## config.mk

```make
export PLATFORM = sky130hd
export DESIGN_NAME = hit_miss_top
export DESIGN_NICKNAME = d
export VERILOG_FILES = /design/src/logic/hit_miss_pkg.sv /design/src/logic/stage_if.sv /design/src/logic/hit_miss_top.sv /design/src/logic/line_guard.sv /design/src/logic/route_ctrl.sv /design/src/logic/tag_lookup.sv
export VERILOG_INCLUDE_DIRS = /design/src /design/src/logic
export SDC_FILE = /design/constraint.sdc
export NUM_CORES = 1
export LEC_CHECK = 0
export BUFFER_PORTS_ARGS = -buffer_cell sky130_fd_sc_hd__buf_2
export CORE_ASPECT_RATIO = 0.9
export CORE_MARGIN = 2
export CORE_UTILIZATION = 54
export DETAILED_ROUTE_END_ITERATION = 7
export GPL_TIMING_DRIVEN = 0
export PLACE_DENSITY = 0.72
export SKIP_LAST_GASP = 1
export SLEW_MARGIN = 20
export SYNTH_ARGS = -nofsm -noshare
export SYNTH_HDL_FRONTEND = slang
export SYNTH_SLANG_ARGS = --single-unit
```

## constraint.sdc

```tcl
create_clock -name clk_i -period 4.2 [get_ports clk_i]
set_input_delay 0.84 -clock clk_i [delete_from_list [all_inputs] [get_ports clk_i]]
set_output_delay 0.84 -clock clk_i [all_outputs]
set_load 0.005 [all_outputs]
```

## src/logic/hit_miss_cfg.svh

```systemverilog
`ifndef HIT_MISS_CFG_SVH
`define HIT_MISS_CFG_SVH

// cache geometry
`define HM_SETS      8
`define HM_WAYS      2

// address split, offset at the bottom, then index, then tag
`define HM_INDEX_W   3
`define HM_OFFSET_W  4
`define HM_TAG_W     9
`define HM_ADDR_W    (`HM_OFFSET_W + `HM_INDEX_W + `HM_TAG_W)

// descriptor id width
`define HM_ID_W      2

// outstanding miss counter per id, up to 7 misses in flight
`define HM_CNT_W     3

`endif

```

## src/logic/hit_miss_pkg.sv

```systemverilog
`include "hit_miss_cfg.svh"

package hit_miss_pkg;

  typedef logic [`HM_INDEX_W-1:0] index_t;
  typedef logic [`HM_TAG_W-1:0]   tag_t;
  // one bit per way, one-hot when it names a line
  typedef logic [`HM_WAYS-1:0]    way_t;
  typedef logic [`HM_ID_W-1:0]    id_t;

  // incoming descriptor
  typedef struct packed {
    id_t                   id;
    logic [`HM_ADDR_W-1:0] addr;
    // 1 for a write, 0 for a read
    logic                  write;
  } desc_t;

  // outcome of the tag store lookup
  typedef struct packed {
    logic hit;
    way_t way;
    // victim line was valid and dirty
    logic evict;
    tag_t evict_tag;
  } lookup_res_t;

  // outcome of the miss counter check
  typedef struct packed {
    logic id_busy;
  } guard_res_t;

  // set index field of an address
  function automatic index_t addr_index(input logic [`HM_ADDR_W-1:0] addr);
    return addr[`HM_OFFSET_W +: `HM_INDEX_W];
  endfunction

  // tag field of an address
  function automatic tag_t addr_tag(input logic [`HM_ADDR_W-1:0] addr);
    return addr[(`HM_OFFSET_W + `HM_INDEX_W) +: `HM_TAG_W];
  endfunction

endpackage

```

## src/logic/stage_if.sv

```systemverilog
`timescale 1ns/1ns

// valid/ready link between stages, payload type set per instance
interface stage_if #(
  parameter type payload_t = logic
) ();

  logic     valid;
  logic     ready;
  payload_t payload;

  // producer holds valid and payload stable until valid && ready
  modport producer (
    output valid,
    output payload,
    input  ready
  );

  // consumer only answers with ready
  modport consumer (
    input  valid,
    input  payload,
    output ready
  );

endinterface

```

## src/logic/hit_miss_top.sv

```systemverilog
`timescale 1ns/1ns
`include "hit_miss_cfg.svh"

module hit_miss_top
  import hit_miss_pkg::*;
(
  input  logic                  clk_i,
  input  logic                  rst_n_i,
  // descriptor in
  input  logic                  valid_i,
  output logic                  ready_o,
  input  id_t                   id_i,
  input  logic [`HM_ADDR_W-1:0] addr_i,
  input  logic                  write_i,
  // hit port and miss port
  output logic                  hit_valid_o,
  input  logic                  hit_ready_i,
  output logic                  miss_valid_o,
  input  logic                  miss_ready_i,
  // fields shared by both ports
  output id_t                   out_id_o,
  output logic [`HM_ADDR_W-1:0] out_addr_o,
  output way_t                  out_way_o,
  output logic                  out_refill_o,
  output logic                  out_evict_o,
  output tag_t                  out_evict_tag_o,
  // pulses from downstream
  input  logic                  unlock_valid_i,
  input  index_t                unlock_index_i,
  input  logic                  cnt_down_valid_i,
  input  id_t                   cnt_down_id_i
);

  desc_t  in_desc;
  desc_t  out_desc;
  index_t held_index;
  logic   set_locked;
  logic   lock_set;
  logic   miss_up;

  stage_if #(.payload_t(desc_t))       desc_bus ();
  stage_if #(.payload_t(lookup_res_t)) look_bus ();
  stage_if #(.payload_t(guard_res_t))  guard_bus ();

  // pack and unpack the plain ports
  assign in_desc.id    = id_i;
  assign in_desc.addr  = addr_i;
  assign in_desc.write = write_i;
  assign out_id_o      = out_desc.id;
  assign out_addr_o    = out_desc.addr;

  route_ctrl u_route_ctrl (
    .clk_i           (clk_i),
    .rst_n_i         (rst_n_i),
    .valid_i         (valid_i),
    .ready_o         (ready_o),
    .desc_i          (in_desc),
    .hit_valid_o     (hit_valid_o),
    .hit_ready_i     (hit_ready_i),
    .miss_valid_o    (miss_valid_o),
    .miss_ready_i    (miss_ready_i),
    .out_desc_o      (out_desc),
    .out_way_o       (out_way_o),
    .out_refill_o    (out_refill_o),
    .out_evict_o     (out_evict_o),
    .out_evict_tag_o (out_evict_tag_o),
    .desc_bus        (desc_bus),
    .look_bus        (look_bus),
    .guard_bus       (guard_bus),
    .held_index_o    (held_index),
    .set_locked_i    (set_locked),
    .lock_set_o      (lock_set),
    .miss_up_o       (miss_up)
  );

  tag_lookup u_tag_lookup (
    .clk_i    (clk_i),
    .rst_n_i  (rst_n_i),
    .desc_bus (desc_bus),
    .look_bus (look_bus)
  );

  line_guard u_line_guard (
    .clk_i            (clk_i),
    .rst_n_i          (rst_n_i),
    .desc_bus         (desc_bus),
    .guard_bus        (guard_bus),
    .held_index_i     (held_index),
    .set_locked_o     (set_locked),
    .lock_set_i       (lock_set),
    .miss_up_i        (miss_up),
    .unlock_valid_i   (unlock_valid_i),
    .unlock_index_i   (unlock_index_i),
    .cnt_down_valid_i (cnt_down_valid_i),
    .cnt_down_id_i    (cnt_down_id_i)
  );

endmodule

```

## src/logic/line_guard.sv

```systemverilog
`timescale 1ns/1ns
`include "hit_miss_cfg.svh"

module line_guard
  import hit_miss_pkg::*;
(
  input  logic      clk_i,
  input  logic      rst_n_i,
  stage_if.consumer desc_bus,
  stage_if.producer guard_bus,
  input  index_t    held_index_i,
  output logic      set_locked_o,
  input  logic      lock_set_i,
  input  logic      miss_up_i,
  input  logic      unlock_valid_i,
  input  index_t    unlock_index_i,
  input  logic      cnt_down_valid_i,
  input  id_t       cnt_down_id_i
);

  localparam int unsigned n_ids = 2 ** `HM_ID_W;

  // one lock bit per set
  logic [`HM_SETS-1:0]              lock_q;
  logic [`HM_SETS-1:0]              lock_d;
  // outstanding misses per id
  logic [n_ids-1:0][`HM_CNT_W-1:0] cnt_q;
  logic [n_ids-1:0][`HM_CNT_W-1:0] cnt_d;

  // copy of the descriptor taken off the bus
  id_t        id_q;
  index_t     idx_q;
  guard_res_t res_q;
  logic       res_valid_q;
  logic       take;

  // tag_lookup paces the descriptor bus, this copy follows the same transfer
  assign take = desc_bus.valid && desc_bus.ready;

  ////////////////////////////////////////////////////////////////////////////
  // set lock table
  ////////////////////////////////////////////////////////////////////////////
  always_comb begin
    lock_d = lock_q;
    if (unlock_valid_i) begin
      lock_d[unlock_index_i] = 1'b0;
    end
    // set comes last so a same-cycle lock and unlock leave it locked
    if (lock_set_i) begin
      lock_d[idx_q] = 1'b1;
    end
  end

  // looked up every cycle, unlocks can land at any time
  assign set_locked_o = lock_q[held_index_i];

  ////////////////////////////////////////////////////////////////////////////
  // miss counters
  ////////////////////////////////////////////////////////////////////////////
  always_comb begin
    cnt_d = cnt_q;
    if (miss_up_i) begin
      cnt_d[id_q] = cnt_d[id_q] + 1'b1;
    end
    // up and down on one id cancel out
    if (cnt_down_valid_i) begin
      cnt_d[cnt_down_id_i] = cnt_d[cnt_down_id_i] - 1'b1;
    end
  end

  always_ff @(posedge clk_i or negedge rst_n_i) begin
    if (!rst_n_i) begin
      lock_q <= '0;
      cnt_q  <= '0;
    end else begin
      lock_q <= lock_d;
      cnt_q  <= cnt_d;
    end
  end

  // result slot, released on the same handoff as the lookup result
  always_ff @(posedge clk_i or negedge rst_n_i) begin
    if (!rst_n_i) begin
      res_valid_q <= 1'b0;
    end else if (take) begin
      res_valid_q <= 1'b1;
    end else if (guard_bus.valid && guard_bus.ready) begin
      res_valid_q <= 1'b0;
    end
  end

  always_ff @(posedge clk_i) begin
    if (take) begin
      id_q          <= desc_bus.payload.id;
      idx_q         <= addr_index(desc_bus.payload.addr);
      res_q.id_busy <= (cnt_q[desc_bus.payload.id] != '0);
    end
  end

  assign guard_bus.valid   = res_valid_q;
  assign guard_bus.payload = res_q;

  // downstream never has more misses in flight than the counter holds
  cnt_no_overflow_a : assert property (@(posedge clk_i) disable iff (!rst_n_i)
    (miss_up_i && !(cnt_down_valid_i && (cnt_down_id_i == id_q))) |-> (cnt_q[id_q] != '1))
    else $error("line_guard: miss counter overflow");

  // count-down only for a miss that was counted up before
  cnt_no_underflow_a : assert property (@(posedge clk_i) disable iff (!rst_n_i)
    cnt_down_valid_i |-> (cnt_q[cnt_down_id_i] != '0))
    else $error("line_guard: count-down at zero");

endmodule

```

## src/logic/route_ctrl.sv

```systemverilog
`timescale 1ns/1ns

module route_ctrl
  import hit_miss_pkg::*;
(
  input  logic      clk_i,
  input  logic      rst_n_i,
  // descriptor in
  input  logic      valid_i,
  output logic      ready_o,
  input  desc_t     desc_i,
  // hit and miss ports
  output logic      hit_valid_o,
  input  logic      hit_ready_i,
  output logic      miss_valid_o,
  input  logic      miss_ready_i,
  output desc_t     out_desc_o,
  output way_t      out_way_o,
  output logic      out_refill_o,
  output logic      out_evict_o,
  output tag_t      out_evict_tag_o,
  // lookup side
  stage_if.producer desc_bus,
  stage_if.consumer look_bus,
  stage_if.consumer guard_bus,
  output index_t    held_index_o,
  input  logic      set_locked_i,
  output logic      lock_set_o,
  output logic      miss_up_o
);

  desc_t desc_q;
  // a descriptor sits in the stage
  logic  held_q;
  // its lookup request has gone out
  logic  issued_q;
  logic  accept;
  logic  results_ok;
  logic  to_hit;
  logic  handoff;

  // ready_o ignores valid_i and drops while a descriptor is held
  assign ready_o = ~held_q;
  assign accept  = valid_i && ready_o;

  // lookup request goes out the cycle after acceptance
  assign desc_bus.valid   = held_q && !issued_q;
  assign desc_bus.payload = desc_q;
  assign held_index_o     = addr_index(desc_q.addr);

  ////////////////////////////////////////////////////////////////////////////
  // routing
  ////////////////////////////////////////////////////////////////////////////
  // both results in and the set free downstream
  assign results_ok = look_bus.valid && guard_bus.valid && !set_locked_i;
  // a hit behind outstanding misses of its id goes the miss way for ordering
  assign to_hit     = look_bus.payload.hit && !guard_bus.payload.id_busy;

  assign hit_valid_o  = results_ok && to_hit;
  assign miss_valid_o = results_ok && !to_hit;
  assign handoff      = (hit_valid_o && hit_ready_i) || (miss_valid_o && miss_ready_i);

  // results are consumed together on the handoff
  assign look_bus.ready  = handoff;
  assign guard_bus.ready = handoff;
  assign lock_set_o      = handoff;
  assign miss_up_o       = miss_valid_o && miss_ready_i;

  assign out_desc_o      = desc_q;
  assign out_way_o       = look_bus.payload.way;
  assign out_refill_o    = !look_bus.payload.hit;
  assign out_evict_o     = look_bus.payload.evict;
  assign out_evict_tag_o = look_bus.payload.evict_tag;

  always_ff @(posedge clk_i or negedge rst_n_i) begin
    if (!rst_n_i) begin
      held_q   <= 1'b0;
      issued_q <= 1'b0;
    end else if (accept) begin
      held_q   <= 1'b1;
      issued_q <= 1'b0;
    end else begin
      if (desc_bus.valid && desc_bus.ready) begin
        issued_q <= 1'b1;
      end
      if (handoff) begin
        held_q <= 1'b0;
      end
    end
  end

  always_ff @(posedge clk_i) begin
    if (accept) begin
      desc_q <= desc_i;
    end
  end

  // each descriptor leaves on exactly one port
  one_port_a : assert property (@(posedge clk_i) disable iff (!rst_n_i)
    !(hit_valid_o && miss_valid_o))
    else $error("route_ctrl: hit and miss valid together");

endmodule

```

## src/logic/tag_lookup.sv

```systemverilog
`timescale 1ns/1ns
`include "hit_miss_cfg.svh"

module tag_lookup
  import hit_miss_pkg::*;
(
  input  logic      clk_i,
  input  logic      rst_n_i,
  stage_if.consumer desc_bus,
  stage_if.producer look_bus
);

  // tag array is plain storage, valid and dirty clear on reset
  tag_t                              tag_q [`HM_SETS][`HM_WAYS];
  logic [`HM_SETS-1:0][`HM_WAYS-1:0] valid_q;
  logic [`HM_SETS-1:0][`HM_WAYS-1:0] dirty_q;
  // round-robin victim pointer per set
  logic [`HM_SETS-1:0]               rr_q;

  lookup_res_t res_q;
  lookup_res_t res_d;
  logic        res_valid_q;

  index_t idx;
  tag_t   tag;
  way_t   set_valid;
  way_t   set_dirty;
  way_t   hit_way;
  way_t   victim;
  tag_t   old_tag;
  logic   hit;
  logic   any_free;
  logic   take;

  assign idx       = addr_index(desc_bus.payload.addr);
  assign tag       = addr_tag(desc_bus.payload.addr);
  assign set_valid = valid_q[idx];
  assign set_dirty = dirty_q[idx];
  // one lookup at a time, accept only with the result slot empty
  assign desc_bus.ready = ~res_valid_q;
  assign take           = desc_bus.valid && desc_bus.ready;

  ////////////////////////////////////////////////////////////////////////////
  // hit detection and victim choice
  ////////////////////////////////////////////////////////////////////////////
  always_comb begin
    hit_way = '0;
    for (int w = 0; w < `HM_WAYS; w++) begin
      hit_way[w] = set_valid[w] && (tag_q[idx][w] == tag);
    end
  end
  assign hit = |hit_way;

  // lowest invalid way first, else the round-robin way
  always_comb begin
    victim   = '0;
    any_free = 1'b0;
    for (int w = 0; w < `HM_WAYS; w++) begin
      if (!set_valid[w] && !any_free) begin
        victim[w] = 1'b1;
        any_free  = 1'b1;
      end
    end
    if (!any_free) begin
      victim[rr_q[idx]] = 1'b1;
    end
  end

  // tag currently sitting in the victim way
  always_comb begin
    old_tag = '0;
    for (int w = 0; w < `HM_WAYS; w++) begin
      if (victim[w]) begin
        old_tag = tag_q[idx][w];
      end
    end
  end

  always_comb begin
    res_d.hit       = hit;
    res_d.way       = hit ? hit_way : victim;
    res_d.evict     = !hit && |(victim & set_valid & set_dirty);
    res_d.evict_tag = res_d.evict ? old_tag : '0;
  end

  ////////////////////////////////////////////////////////////////////////////
  // tag store update
  ////////////////////////////////////////////////////////////////////////////
  always_ff @(posedge clk_i or negedge rst_n_i) begin
    if (!rst_n_i) begin
      valid_q <= '0;
      dirty_q <= '0;
      rr_q    <= '0;
    end else if (take) begin
      if (hit) begin
        // a write hit dirties the line, a read leaves it alone
        dirty_q[idx] <= set_dirty | (hit_way & {`HM_WAYS{desc_bus.payload.write}});
      end else begin
        valid_q[idx] <= set_valid | victim;
        dirty_q[idx] <= (set_dirty & ~victim) | (victim & {`HM_WAYS{desc_bus.payload.write}});
        // pointer only advances when it picked the victim
        if (!any_free) begin
          rr_q[idx] <= ~rr_q[idx];
        end
      end
    end
  end

  always_ff @(posedge clk_i) begin
    if (take && !hit) begin
      for (int w = 0; w < `HM_WAYS; w++) begin
        if (victim[w]) begin
          tag_q[idx][w] <= tag;
        end
      end
    end
  end

  // result slot, emptied when route_ctrl hands the descriptor off
  always_ff @(posedge clk_i or negedge rst_n_i) begin
    if (!rst_n_i) begin
      res_valid_q <= 1'b0;
    end else if (take) begin
      res_valid_q <= 1'b1;
    end else if (look_bus.valid && look_bus.ready) begin
      res_valid_q <= 1'b0;
    end
  end

  always_ff @(posedge clk_i) begin
    if (take) begin
      res_q <= res_d;
    end
  end

  assign look_bus.valid   = res_valid_q;
  assign look_bus.payload = res_q;

  // a held result always names exactly one way
  way_onehot_a : assert property (@(posedge clk_i) disable iff (!rst_n_i)
    look_bus.valid |-> $onehot(look_bus.payload.way))
    else $error("tag_lookup: result way is not one-hot");

endmodule

```

* Word-level counts from Yosys, hierarchy flattened
Memory sizes are Yosys's and may differ from the RTL's. A register that Yosys moved wholly into a read port is not among the register bits.
Index checks and enable logic that the tools add are counted.
** Operators by class
- Add/sub/neg operators :: 2
- Multiply operators :: 0
- Divide/modulo/power cells :: 0
- $lt $le $gt $ge :: 13
- Eq/ne operators :: 2
- Shift operators :: 0
- Multiplexer cells :: 61
- Bitwise operators :: 18
- Reductions and logical operators :: 40
** Operators with widths (number)
- $bwmux W16 :: 3
- $bwmux W12 :: 2
- $mux W12 :: 2
- $logic_and A1 B1 Y1 :: 23
- $mux W1 :: 23
- $bmux W3 S2 :: 3
- $eq A9 B9 Y1 :: 2
- $mux W3 :: 6
- $mux W9 :: 2
- $mux W16 :: 1
- $mux W8 :: 2
- $bmux W2 S3 :: 2
- $demux W3 S2 :: 2
- $lt A3 B4 Y1 const B :: 3
- $and A2 B2 Y2 :: 5
- $mux W2 :: 5
- $demux W1 S3 :: 3
- $ge A3 B1 Y1 const B :: 3
- $lt A2 B3 Y1 const B :: 3
- $and A8 B8 Y8 :: 1
- $bwmux W8 :: 1
- $not A8 Y8 :: 1
- $or A2 B2 Y2 :: 4
- $or A8 B8 Y8 :: 1
- 17 further kinds :: 33
** Word-level totals
- Register bits :: 102
- Latch bits :: 0
- Bits in writable memories :: 144
- Memory bits (read-only) :: 0
- Input port bits :: 31
- Output and inout bits :: 34
- Logic and storage cells :: 173
- Memories kept :: 1
** Memories
- u_tag_lookup.tag_q :: depth 8, width 18, rd ports 1, clocked after memory_dff 1, wr ports 1, RTL line tag_lookup.sv:14 : tag_t tag_q [`HM_SETS][`HM_WAYS];

* Longest topological paths before layout
Gate-level depths: netlist (run 1).
- Word-level depth :: 13
- Mapped depth :: 14
- Mapped depth without buffers :: 12

* Worst setup path before layout (run 1)
No wires, ideal clock.
- Path type :: reg2reg
- Start :: register (tool-made name)
- End :: memory u_tag_lookup.tag_q[1][0] in the netlist's numbering (enable)
- Library setup time :: 0.374 ns
- Arrival :: 2.571 ns
- Required time :: 3.826 ns
- Slack :: 1.255 ns
- Stages on the path, launching flop included :: 11
- Buffers on the path :: 3
- Clock period less this slack :: 2.945 ns
- Cells stage by stage :: dfxtp_1 buf_6 buf_6 mux4_2 mux2i_1 xnor2_1 nor3_2 nand4_2 buf_2 nand4_1 nor2_1
** RTL lines (RTL line)
- to (decl) :: tag_lookup.sv:14

* Worst setup path in the final report (run 1)
- Start :: register u_route_ctrl.desc_q, in the netlist u_route_ctrl.desc_bus.payload[5]
- End :: memory u_tag_lookup.tag_q[3][6] in the netlist's numbering (enable)
** On the way
- Cells in the longest elaborated chain, start to end :: 11
- Elaborated cells on any way between the ends :: 24
- Those cells by class :: 2 x order compare; 13 x mux; 1 x bitwise; 8 x reduce/logical
** RTL lines
- from (decl) :: RTL line route_ctrl.sv:32 : desc_t desc_q;
- from (signal assigned) :: RTL line route_ctrl.sv:94 : desc_q <= desc_i;
- $bmux W1 S3 :: RTL line tag_lookup.sv:65 : victim[rr_q[idx]] = 1'b1;
- $mux W1 (not written as such) :: RTL line tag_lookup.sv:65
- $lt A1 B2 Y1 (not written as such) or $ge A1 B1 Y1 (tied branches) :: RTL line tag_lookup.sv:65
- $logic_and A1 B1 Y1 (not written as such) :: RTL line tag_lookup.sv:65
- $mux W1 (not written as such) :: RTL line tag_lookup.sv:65
- $demux W1 S1
- $or A2 B2 Y2 (no line)
- $mux W2 :: RTL line tag_lookup.sv:64 : if (!any_free) begin
- $mux W1 :: RTL line tag_lookup.sv:112 : if (victim[w]) begin
- $mux W1 :: RTL line tag_lookup.sv:110 : if (take && !hit) begin
- $mux W1 (not written as such) :: RTL line tag_lookup.sv:113 : tag_q[idx][w] <= tag;
Several ways; a longest one is shown, not always the timed one. The select of a mux whose other input is x is not followed.

==> results of run 1 <==
[layout make-up]
type                    count  area, um2
inverters                  20       75.1
clock buffers              36        729
repair buffers             62        335
flip-flops and latches    249       7130
plain buffers              63        414
clock inverters            12       88.8
multi-input cells         430       3570
fillers                  1497       7520
well taps                 255        319
[layout by cell type (no fill, tap or decap), drive strengths merged, types with 5 or more instances in the layout]
cell	count
buf	112
nand4	17
xnor2	18
clkbuf	49
o21a	5
mux2i	37
and2	7
nor2b	8
nor2	43
nand3	17
nor3	14
inv	20
nand2b	15
mux2	28
clkinv	10
o31ai	7
edfxtp	182
o41ai	16
a211oi	14
mux4	33
dfrtp	64
nand2	55
xor2	5
o21ai	21
[flip-flops by register name (all words and copies together) (netlist names), named ones only]
| register | flops |
|---|---|
| u_line_guard.guard_bus.valid | 1 |
| u_line_guard.id_q | 2 |
| u_route_ctrl.desc_bus.payload | 19 |
| u_line_guard.guard_bus.payload | 1 |
| u_line_guard.cnt_q | 12 |
| u_route_ctrl.held_q | 1 |
| u_route_ctrl.issued_q | 1 |
| u_line_guard.lock_q | 8 |
| u_tag_lookup.look_bus.valid | 1 |
| u_tag_lookup.tag_q | 144 |
| u_tag_lookup.valid_q | 16 |
| u_tag_lookup.look_bus.payload | 13 |
| u_tag_lookup.dirty_q | 16 |
| u_tag_lookup.rr_q | 8 |
| u_line_guard.idx_q | 3 |
[repair_timing]
item | in CTS | in global routing
buffers inserted | 0 | 0
gates resized for setup | 0 | 1
endpoints found under the setup margin | 0 | 2
hold buffers | 0 | 0
[power breakdown]
| group | internal (W) | leakage, nW | switching (W) | total [W] |
|---|---|---|---|---|
| clock | 0.00128 | 0.405 | 0.000923 | 0.00220 |
| combinational | 0.000941 | 1.85 | 0.00124 | 0.00218 |
| sequential | 0.00312 | 2.48 | 0.000293 | 0.00341 |
[per-layer routing]
metal | global-route usage [%] | vias up
li1 | - | 3092
met1 | 32.8 | 3443
met2 | 37.8 | 286
met3 | 3.00 | 54
met4 | 6.52 | 0
met5 | 0 | -
[final timing paths]
path / from / end / slack (ns) / depth (start not counted)
worst max-delay path: u_route_ctrl.desc_bus.payload[5] / u_tag_lookup.tag_q[3][6] / 0.20 / 7
worst min-delay path: rst_n_i / u_line_guard.cnt_q[1] / 0.14 / 1
worst max register to register: u_route_ctrl.desc_bus.payload[5] / u_tag_lookup.tag_q[3][6] / 0.20 / 7
worst min register to register: u_tag_lookup.valid_q[2] / u_tag_lookup.valid_q[2] / 0.47 / 1
max in group asynchronous: rst_n_i / u_tag_lookup.valid_q[6] / 3.53 / 2
min in group clk_i: u_tag_lookup.valid_q[2] / u_tag_lookup.valid_q[2] / 0.47 / 1
[through the flow]
step	hold WS, ns	total power [W]	setup WS, ns	cell area [um2]
after global routing	0.138	0.00813	0.00631	12700
after CTS	0.129	0.00780	0.207	12700
after detailed placement	0.453	0.00560	0.227	11800
final	0.137	0.00779	0.197	12700
after global placement	0.443	0.00551	0.233	11800
after floorplan	0.428	0.00494	1.26	11200
[worst max-delay path, cell delays in order, from the launching register on]
cell	delay (ns)
edfxtp_1	0.55
clkbuf_1	0.47
o21ai_0	0.20
a22oi_1	0.49
o2bb2ai_1	0.38
clkbuf_1	0.34
clkbuf_1	0.29
nor2_1	0.88
[kinds of logic (layout without fill, tap and decap cells)]
logic type | count (synthesis) | after routing | synth area share [%]
and+or+nand+nor | 203 | 203 | 9.47
AOI/OAI and AO/OA | 104 | 104 | 7.53
adders and majority gates | 2 | 2 | 0.224
buffers and inverters | 83 | 193 | 4.38
muxes | 98 | 98 | 12.8
xor gates and xnor gates | 23 | 23 | 1.80
DFF | 249 | 249 | 63.7
==> run_results.csv, run 1 <==
group,metric,value,unit
critical_path,arrival,4.15,ns
yosys,ys_ff_latch,249,
critical_path,critical_path.max_fanout,10,
critical_path,crit_type,"flop to flop",
die,dieArea,0.0219,mm2
global_routing,grt_use_total,23.0,%
place,dp_hpwl,17.0,mm
clocking,root_buffer,"clkbuf_16",
global_routing,grt_overflow,0,
global_routing,antenna_found_initial,0,
yosys,syn-instance-count,762,
layout,instances_no_fill,1127,
routing,wirelength,25.0,mm
routing,num_vias,6875,
yosys,synth_async_sr_flop_share,25.7,%
clocking,cts_tree,"done",
routing,firstDrtPassIters,5,
sta,setup_viol,0,
global_routing,grt_pass1_wl,38.4,mm
power_and_ir_drop,p_leak,4.73,nW
routing,top_layer,"met4",
routing,wl_met2,11.9,mm
yosys,ys_top_cells_by_count,"edfxtp_1, dfrtp_1, nand2_1, nor2_1, mux2i_1",
yosys,netlist_top_cells_area,"edfxtp_1, dfrtp_1, mux4_2",
layout,area_growth_syn_to_layout,13.2,%
die,rows,49,
flow_run,cap_violations,0,
yosys,yosys_warnings,0,
routing,wl_met3,1.47,mm
yosys,synth-edff-count,182,
yosys,synth_top_area_share,48.9,%
clocking,cts.path.max_buffers,3,
status,status,"complete, no violations",
yosys,synth_most_common_cell,"edfxtp_1",
routing,avgViaCountPerCell,6.10,
sta,finalSetupTns,0,ns
yosys,ys_seq_area_share,63.7,%
critical_path,start_kind,"flop",
yosys,synth_top_cell_by_area,"edfxtp_1",
sta,fin_crit_sh,95.3,%
yosys,syn-num-nets,795,
clocking,cts_buffers,26,
die,chipWidth,156,um
sta,timing.fmax,0.250,GHz
clocking,cts_max_level,1,
die,coreArea,0.0202,mm2
die,die_h,141,um
layout,layout.nets,885,
routing,drt_iter0_markers,667,
sta,worstMarginPinSlew,1.09,ns
clocking,clkSinkCount,249,
sta,skew,0.0166,ns
yosys,synth-main-ff-cell,"edfxtp_1",
yosys,ys_types,72,
routing,drt-met1-wl,10.9,mm
sta,slew-limit-headroom,27.0,%
routing,routedWlPerCell,22.1,um
place,io_buffer_count,61,
routing,postRouteAntennaNets,0,
clocking,insertion_delay,0.53,ns
sta,fin_crit,4.00,ns
critical_path,required,4.34,ns
routing,drc,0,
critical_path,crit_path_end_kind,"flop",
yosys,netlist_area,0.0112,mm2
global_routing,grt_pass1_vias,6880,
sta,maxSlewViolCount,0,
sta,finalHoldViolCount,0,
layout,final_layout_size_suffix_gt1_share,25.2,%
clocking,clk_pin_slew,0.06,ns
die,initial_core_util,55.4,%
yosys,syn_avg_cell_area,14.7,um2
power_and_ir_drop,p_per_area,615,mW/mm2
place,place.gp.congestion,0.939,
global_routing,grt_max_degree,57,
layout,fin_util,62.7,%
power_and_ir_drop,vdd_ir_drop_max,0.000299,V
sta,rsz0062_at_grt,"false",
die,ios,65,
layout,num_antenna_cells,0,
place,dp.cells,1079,
hold_path,hold_path_class,"input port to asynchronous set/reset pin",
(Power assumes the default switching activity.)
==> run 2, diff against run 1 <==
--- a/config.mk
+++ b/config.mk
@@ -7,7 +7,6 @@
 export NUM_CORES = 1
 export LEC_CHECK = 0
 export BUFFER_PORTS_ARGS = -buffer_cell sky130_fd_sc_hd__buf_2
-export CORE_ASPECT_RATIO = 0.9
 export CORE_MARGIN = 2
 export CORE_UTILIZATION = 54
 export DETAILED_ROUTE_END_ITERATION = 7
==> run 2 against run 1 <==
Maximum frequency about the same. Routed wire length decreased by 0.29%. Power increased by 3.1%. Clock-buffer cell count decreased by 4. Sequential power about the same. Non-clock buffer count decreased by 1. Sequential cell count unchanged. Register-to-register slack about the same. Sequential share of layout area decreased by 0.43 points. Global-route usage about the same. First-iteration DRC count decreased by 15%. Setup slack got worse by 0.0034 ns.
==> run_results.csv, run 2 (synthesized netlist as in run 1, its figures left out) <==
group,metric,value,unit
status,status,"complete, no violations",
die,die_h,148,um
clocking,clk_pin_slew,0.06,ns
sta,maxSlewViolCount,0,
power_and_ir_drop,vdd_ir_drop_max,0.000301,V
sta,skew,0.00841,ns
layout,final_common_cell,"edfxtp_1",
power_and_ir_drop,p_total,0.00803,W
layout,seq_area,0.00713,mm2
clocking,insertion_delay,0.52,ns
layout,final_cell_mix,"edfxtp_1, buf_2, dfrtp_1, nand2_1, nor2_1",
place,dp.cells,1093,
sta,slew-limit-headroom,28.3,%
sta,finalSetupTns,0,ns
power_and_ir_drop,p_seq_share,42.6,%
die,dieArea,0.0219,mm2
layout,largest_reg_flops,144,
layout,layout.nets,885,
layout,final_layout_size_suffix_gt1_share,25.2,%
layout,registers.top_by_ff_count,"u_tag_lookup.tag_q",
clocking,cts_tree,"done",
power_and_ir_drop,switching_power,0.00246,W
die,ios,65,
place,dp_hpwl,16.9,mm
sta,finalHoldViolCount,0,
clocking,clkSinkCount,249,
sta,fin_crit,4.01,ns
critical_path,required,4.34,ns
global_routing,grt_pass1_wl,39.0,mm
die,chipWidth,148,um
critical_path,crit_type,"flop to flop",
sta,setup_viol,0,
flow_run,cap_violations,0,
die,coreArea,0.0203,mm2
critical_path,crit_path_end_kind,"flop",
hold_path,hold_path_class,"input port to asynchronous set/reset pin",
clocking,post_cts_resized,0,
routing,avgViaCountPerCell,6.05,
place,place.gp.congestion,0.907,
clocking,cts.path.max_buffers,3,
layout,final.fill_count,1530,
critical_path,critical_path.max_fanout,10,
sta,hold_slack,0.405,ns
global_routing,grt_overflow,0,
routing,firstDrtPassIters,5,
global_routing,antenna_found_initial,0,
critical_path,rr_worst_depth,11,
die,initial_core_util,55.1,%
power_and_ir_drop,switching_share,30.6,%
sta,worstMarginPinSlew,1.07,ns
power_and_ir_drop,p_per_area,630,mW/mm2
power_and_ir_drop,p_leak,4.77,nW
routing,routedWlPerCell,21.8,um
clocking,cts_buffers,27,
die,rows,52,
routing,num_vias,6905,
routing,wirelength,24.9,mm
power_and_ir_drop,p_int,0.00557,W
clocking,postCtsSetupRepairBufs,0,
layout,multiInputGateArea,0.00356,mm2
layout,instances_no_fill,1142,
routing,postRouteAntennaNets,0,
power_and_ir_drop,p_comb_share,26.9,%
critical_path,arrival,4.15,ns
global_routing,grt_max_degree,65,
clocking,root_buffer,"clkbuf_16",
layout,area_growth_syn_to_layout,14.1,%
routing,drt_iter0_markers,564,
sta,fin_crit_sh,95.4,%
global_routing,grt_pass1_vias,7100,
clocking,cts_max_level,1,
global_routing,grt_use_total,23.1,%
power_and_ir_drop,clkPwrFrac,30.5,%
place,io_buffer_count,61,
critical_path,timing.rr.end,"u_tag_lookup.tag_q[7][8]",
routing,drc,0,
critical_path,start_kind,"flop",
sta,timing.fmax,0.250,GHz
layout,num_antenna_cells,0,
clocking,postCtsHoldBufs,0,
layout,fin_util,62.8,%
sta,rsz0062_at_grt,"false",
critical_path,r2r_slack,0.19,ns
run 2: cell type report:
class | instances | share of cell area, %
Clock buffer | 32 | 5.60
Timing Repair Buffer | 61 | 2.41
Inverter | 20 | 0.589
Multi-Input combinational cell | 430 | 27.9
Sequential cell | 249 | 55.9
Clock inverter | 17 | 1.66
Buffer | 63 | 3.25
Tap cell | 270 | 2.65
run 2: worst max path at each step:
stage	cells after the start	slack (ns)	to
global placement	11	0.24	u_tag_lookup.tag_q[5][13]
detailed placement	11	0.14	u_tag_lookup.tag_q[3][9]
floorplan	10	1.26	u_tag_lookup.tag_q[1][0]
finish	11	0.19	u_tag_lookup.tag_q[7][8]
global route	7	0.02	u_tag_lookup.tag_q[1][8]
CTS	11	0.14	u_tag_lookup.tag_q[7][12]
run 2: metrics by stage:
step / worst slack [ns] / area, um2
after CTS: 0.141 / 12800
after global routing: 0.0202 / 12800
after global placement: 0.242 / 11800
after detailed placement: 0.141 / 11800
after floorplan: 1.26 / 11200
final: 0.193 / 12800
run 2: power groups by stage:
stage          clock (W)  sequential (W)  combinational [W]
3_3_place_gp           0         0.00343            0.00208
3_5_place_dp           0         0.00345            0.00214
4_1_cts          0.00249         0.00341            0.00216
2_1_floorplan          0         0.00333            0.00161
5_1_grt          0.00259         0.00346            0.00234
6_report         0.00245         0.00342            0.00216
run 2: per-layer routing:
metal,part of all wire [%],global-route usage [%],up-vias
met5,0,0,-
met4,3.1,7.76,0
met3,5.7,3.33,58
met2,50,39.0,262
met1,41,31.0,3500
li1,-,-,3085
run 2: worst max-delay path: stages, from the launching register on:
cell,delay [ns]
dfxtp_1,0.32
buf_2,0.22
buf_4,0.24
buf_2,0.36
mux4_2,0.36
mux2i_1,0.30
xnor2_1,0.19
nor3_2,0.07
nand4_2,0.15
buf_2,0.23
nand3_1,0.28
nor2_1,0.90
==> run 3, diff against run 2 <==
--- a/config.mk
+++ b/config.mk
@@ -6,6 +6,7 @@
 export SDC_FILE = /design/constraint.sdc
 export NUM_CORES = 1
 export LEC_CHECK = 0
+export ABC_AREA = 1
 export BUFFER_PORTS_ARGS = -buffer_cell sky130_fd_sc_hd__buf_2
 export CORE_MARGIN = 2
 export CORE_UTILIZATION = 54
==> run 3 against run 2 <==
Register-to-register slack better by 0.55 ns. Die area is 8.6% higher. Critical endpoint is now u_tag_lookup.tag_q[1][10]. Cell count is 54% higher.
==> run_results.csv, run 3 <==
group,metric,value,unit
status,status,"complete, no violations",
routing,firstDrtPassIters,5,
sta,fin_ws,0.748,ns
routing,avgViaCountPerCell,5.38,
yosys,yosys_warnings,0,
routing,drc,0,
yosys,ys_types,41,
yosys,ys_seq_area_share,58.6,%
global_routing,met2_usage,40.2,%
sta,worstMarginPinSlew,1.05,ns
yosys,synth_top_cell_by_area,"edfxtp_1",
yosys,ys_top_cells_by_count,"nand2_1, edfxtp_1, inv_1, nand3_1, dfrtp_1",
global_routing,grt_pass1_vias,8906,
clocking,insertion_delay,0.53,ns
clocking,cts.path.max_buffers,3,
yosys,synth-edff-count,182,
routing,wirelength,29.8,mm
layout,num_antenna_cells,0,
clocking,clk_pin_slew,0.06,ns
place,io_buffer_count,64,
critical_path,critical_path.max_fanout,10,
yosys,netlist_area,0.0122,mm2
global_routing,grt_max_degree,50,
layout,registers.top_by_ff_count,"u_tag_lookup.tag_q",
power_and_ir_drop,p_leak,6.52,nW
sta,hold_slack,0.171,ns
sta,setup_viol,0,
clocking,cts_max_level,1,
global_routing,grt_use_met1,37.0,%
yosys,synth_most_common_cell,"nand2_1",
critical_path,crit_path_end_kind,"flop",
global_routing,grt_overflow,0,
flow_run,cap_violations,0,
sta,fin_crit_sh,82.2,%
critical_path,crit_type,"flop to flop",
die,dieArea,0.0237,mm2
place,preCtsSetupSlack,0.739,ns
die,rows,54,
sta,rsz0062_at_grt,"false",
layout,final_common_cell,"nand2_1",
yosys,syn_avg_cell_area,8.93,um2
die,coreArea,0.0220,mm2
global_routing,grt_use_total,25.6,%
die,chipWidth,154,um
yosys,synth-main-ff-cell,"edfxtp_1",
critical_path,timing.rr.end,"u_tag_lookup.tag_q[1][10]",
layout,final_cell_mix,"nand2_1, edfxtp_1, inv_1, nand3_1, buf_2",
global_routing,grtUsageMet3,4.71,%
place,place.gp.congestion,0.949,
yosys,syn-instance-count,1363,
critical_path,required,4.35,ns
routing,num_vias,9453,
die,initial_core_util,55.4,%
yosys,syn-num-nets,1396,
critical_path,r2r-start,"u_tag_lookup.look_bus.valid",
layout,area_growth_syn_to_layout,13.6,%
layout,largest_reg_flops,144,
sta,skew,0.0134,ns
clocking,cts_buffers,26,
global_routing,busiest_layer,"met2",
clocking,post_cts_resized,0,
yosys,synth_top_area_share,44.9,%
critical_path,start_kind,"flop",
power_and_ir_drop,p_per_area,598,mW/mm2
die,die_h,154,um
routing,drt_iter0_markers,1147,
place,dp_hpwl,20.6,mm
power_and_ir_drop,vdd_ir_drop_max,0.000487,V
routing,routedWlPerCell,16.9,um
die,ios,65,
clocking,postCtsHoldBufs,0,
layout,layout.nets,1491,
sta,finalHoldViolCount,0,
clocking,cts_tree,"done",
critical_path,arrival,3.60,ns
layout,final_layout_size_suffix_gt1_share,14.1,%
sta,finalSetupTns,0,ns
critical_path,rr_worst_depth,7,
sta,timing.fmax,0.290,GHz
layout,fin_util,62.9,%
clocking,root_buffer,"clkbuf_16",
clocking,clkSinkCount,249,
routing,postRouteAntennaNets,0,
power_and_ir_drop,p_total,0.00827,W
yosys,ys_ff_latch,249,
hold_path,hold_path_class,"input port to asynchronous set/reset pin",
critical_path,r2r_slack,0.75,ns
sta,slew-limit-headroom,29.4,%
global_routing,grt_pass1_wl,47.2,mm
global_routing,antenna_found_initial,0,
sta,fin_crit,3.45,ns
sta,maxSlewViolCount,0,
yosys,netlist_top_cells_area,"edfxtp_1, nand2_1, dfrtp_1",
clocking,postCtsSetupRepairBufs,0,
yosys,synth_async_sr_flop_share,25.7,%
[run 3: changes by cell type after synthesis, moves of 14 or more]
| cell | previous run | this run |
|---|---|---|
| mux4_2 | 32 | 0 |
| a21oi_1 | 3 | 18 |
| nand2_1 | 55 | 512 |
| nor2_1 | 43 | 57 |
| xnor2_1 | 18 | 0 |
| nand2b_1 | 15 | 0 |
| inv_1 | 18 | 179 |
| mux2_2 | 19 | 0 |
| mux2i_1 | 36 | 3 |
| nand3_1 | 17 | 166 |
[run 3: critical path: stages, from the launching register on]
cell and delay, ns:
dfrtp_1 0.41, nor3_2 0.56, buf_6 0.23, inv_1 0.06
clkbuf_1 0.24, nor2_1 0.61, nand2_4 0.15, nor2_1 0.80
[run 3: kinds of logic (layout without fill, tap and decap cells)]
| logic type | count (synthesis) | in the layout | share of synthesized area (%) |
|---|---|---|---|
| muxes | 3 | 3 | 0.247 |
| and+or+nand+nor | 783 | 783 | 27.6 |
| adders and majority gates | 2 | 2 | 0.206 |
| AOI/OAI and AO/OA | 70 | 70 | 3.48 |
| buffers and inverters | 256 | 371 | 9.89 |
| DFF | 249 | 249 | 58.6 |
[run 3: worst max-delay path by stage]
stage,from,to
final,u_tag_lookup.look_bus.valid,u_tag_lookup.tag_q[1][10]
after global routing,u_tag_lookup.look_bus.valid,u_tag_lookup.tag_q[1][14]
after CTS,u_tag_lookup.look_bus.valid,u_tag_lookup.tag_q[1][10]
after detailed placement,u_tag_lookup.look_bus.valid,u_tag_lookup.tag_q[1][12]
after global placement,u_tag_lookup.look_bus.valid,u_tag_lookup.tag_q[1][12]
after floorplan,u_tag_lookup.look_bus.valid,u_tag_lookup.tag_q[2][10]
[run 3: through the flow]
stage                     area (um2)  cells
after floorplan                12200   1363
after global placement         12800   1707
after detailed placement       12900   1710
after CTS                      13800   1758
after global routing           13800   1758
final                          13800   1758
[run 3: power breakdown]
part | switching [W] | internal [W]
Clock | 0.000937 | 0.00152
Sequential | 0.000276 | 0.00308
Combinational | 0.00166 | 0.000795
[run 3: layout make-up]
cell class	count	area, um2
buffer	69	497
clock buffer	29	672
clock inverter	19	255
fill	1770	8140
inverter	187	707
multi-input combinational	858	3840
sequential	249	7130
tap	280	350
timing repair buffer	67	369
[run 3: per-layer routing]
| metal | vias up | wire length (um) |
|---|---|---|
| met5 | - | 0 |
| met4 | 0 | 639 |
| met3 | 55 | 2840 |
| met2 | 440 | 13300 |
| met1 | 4383 | 13000 |
| li1 | 4575 | - |
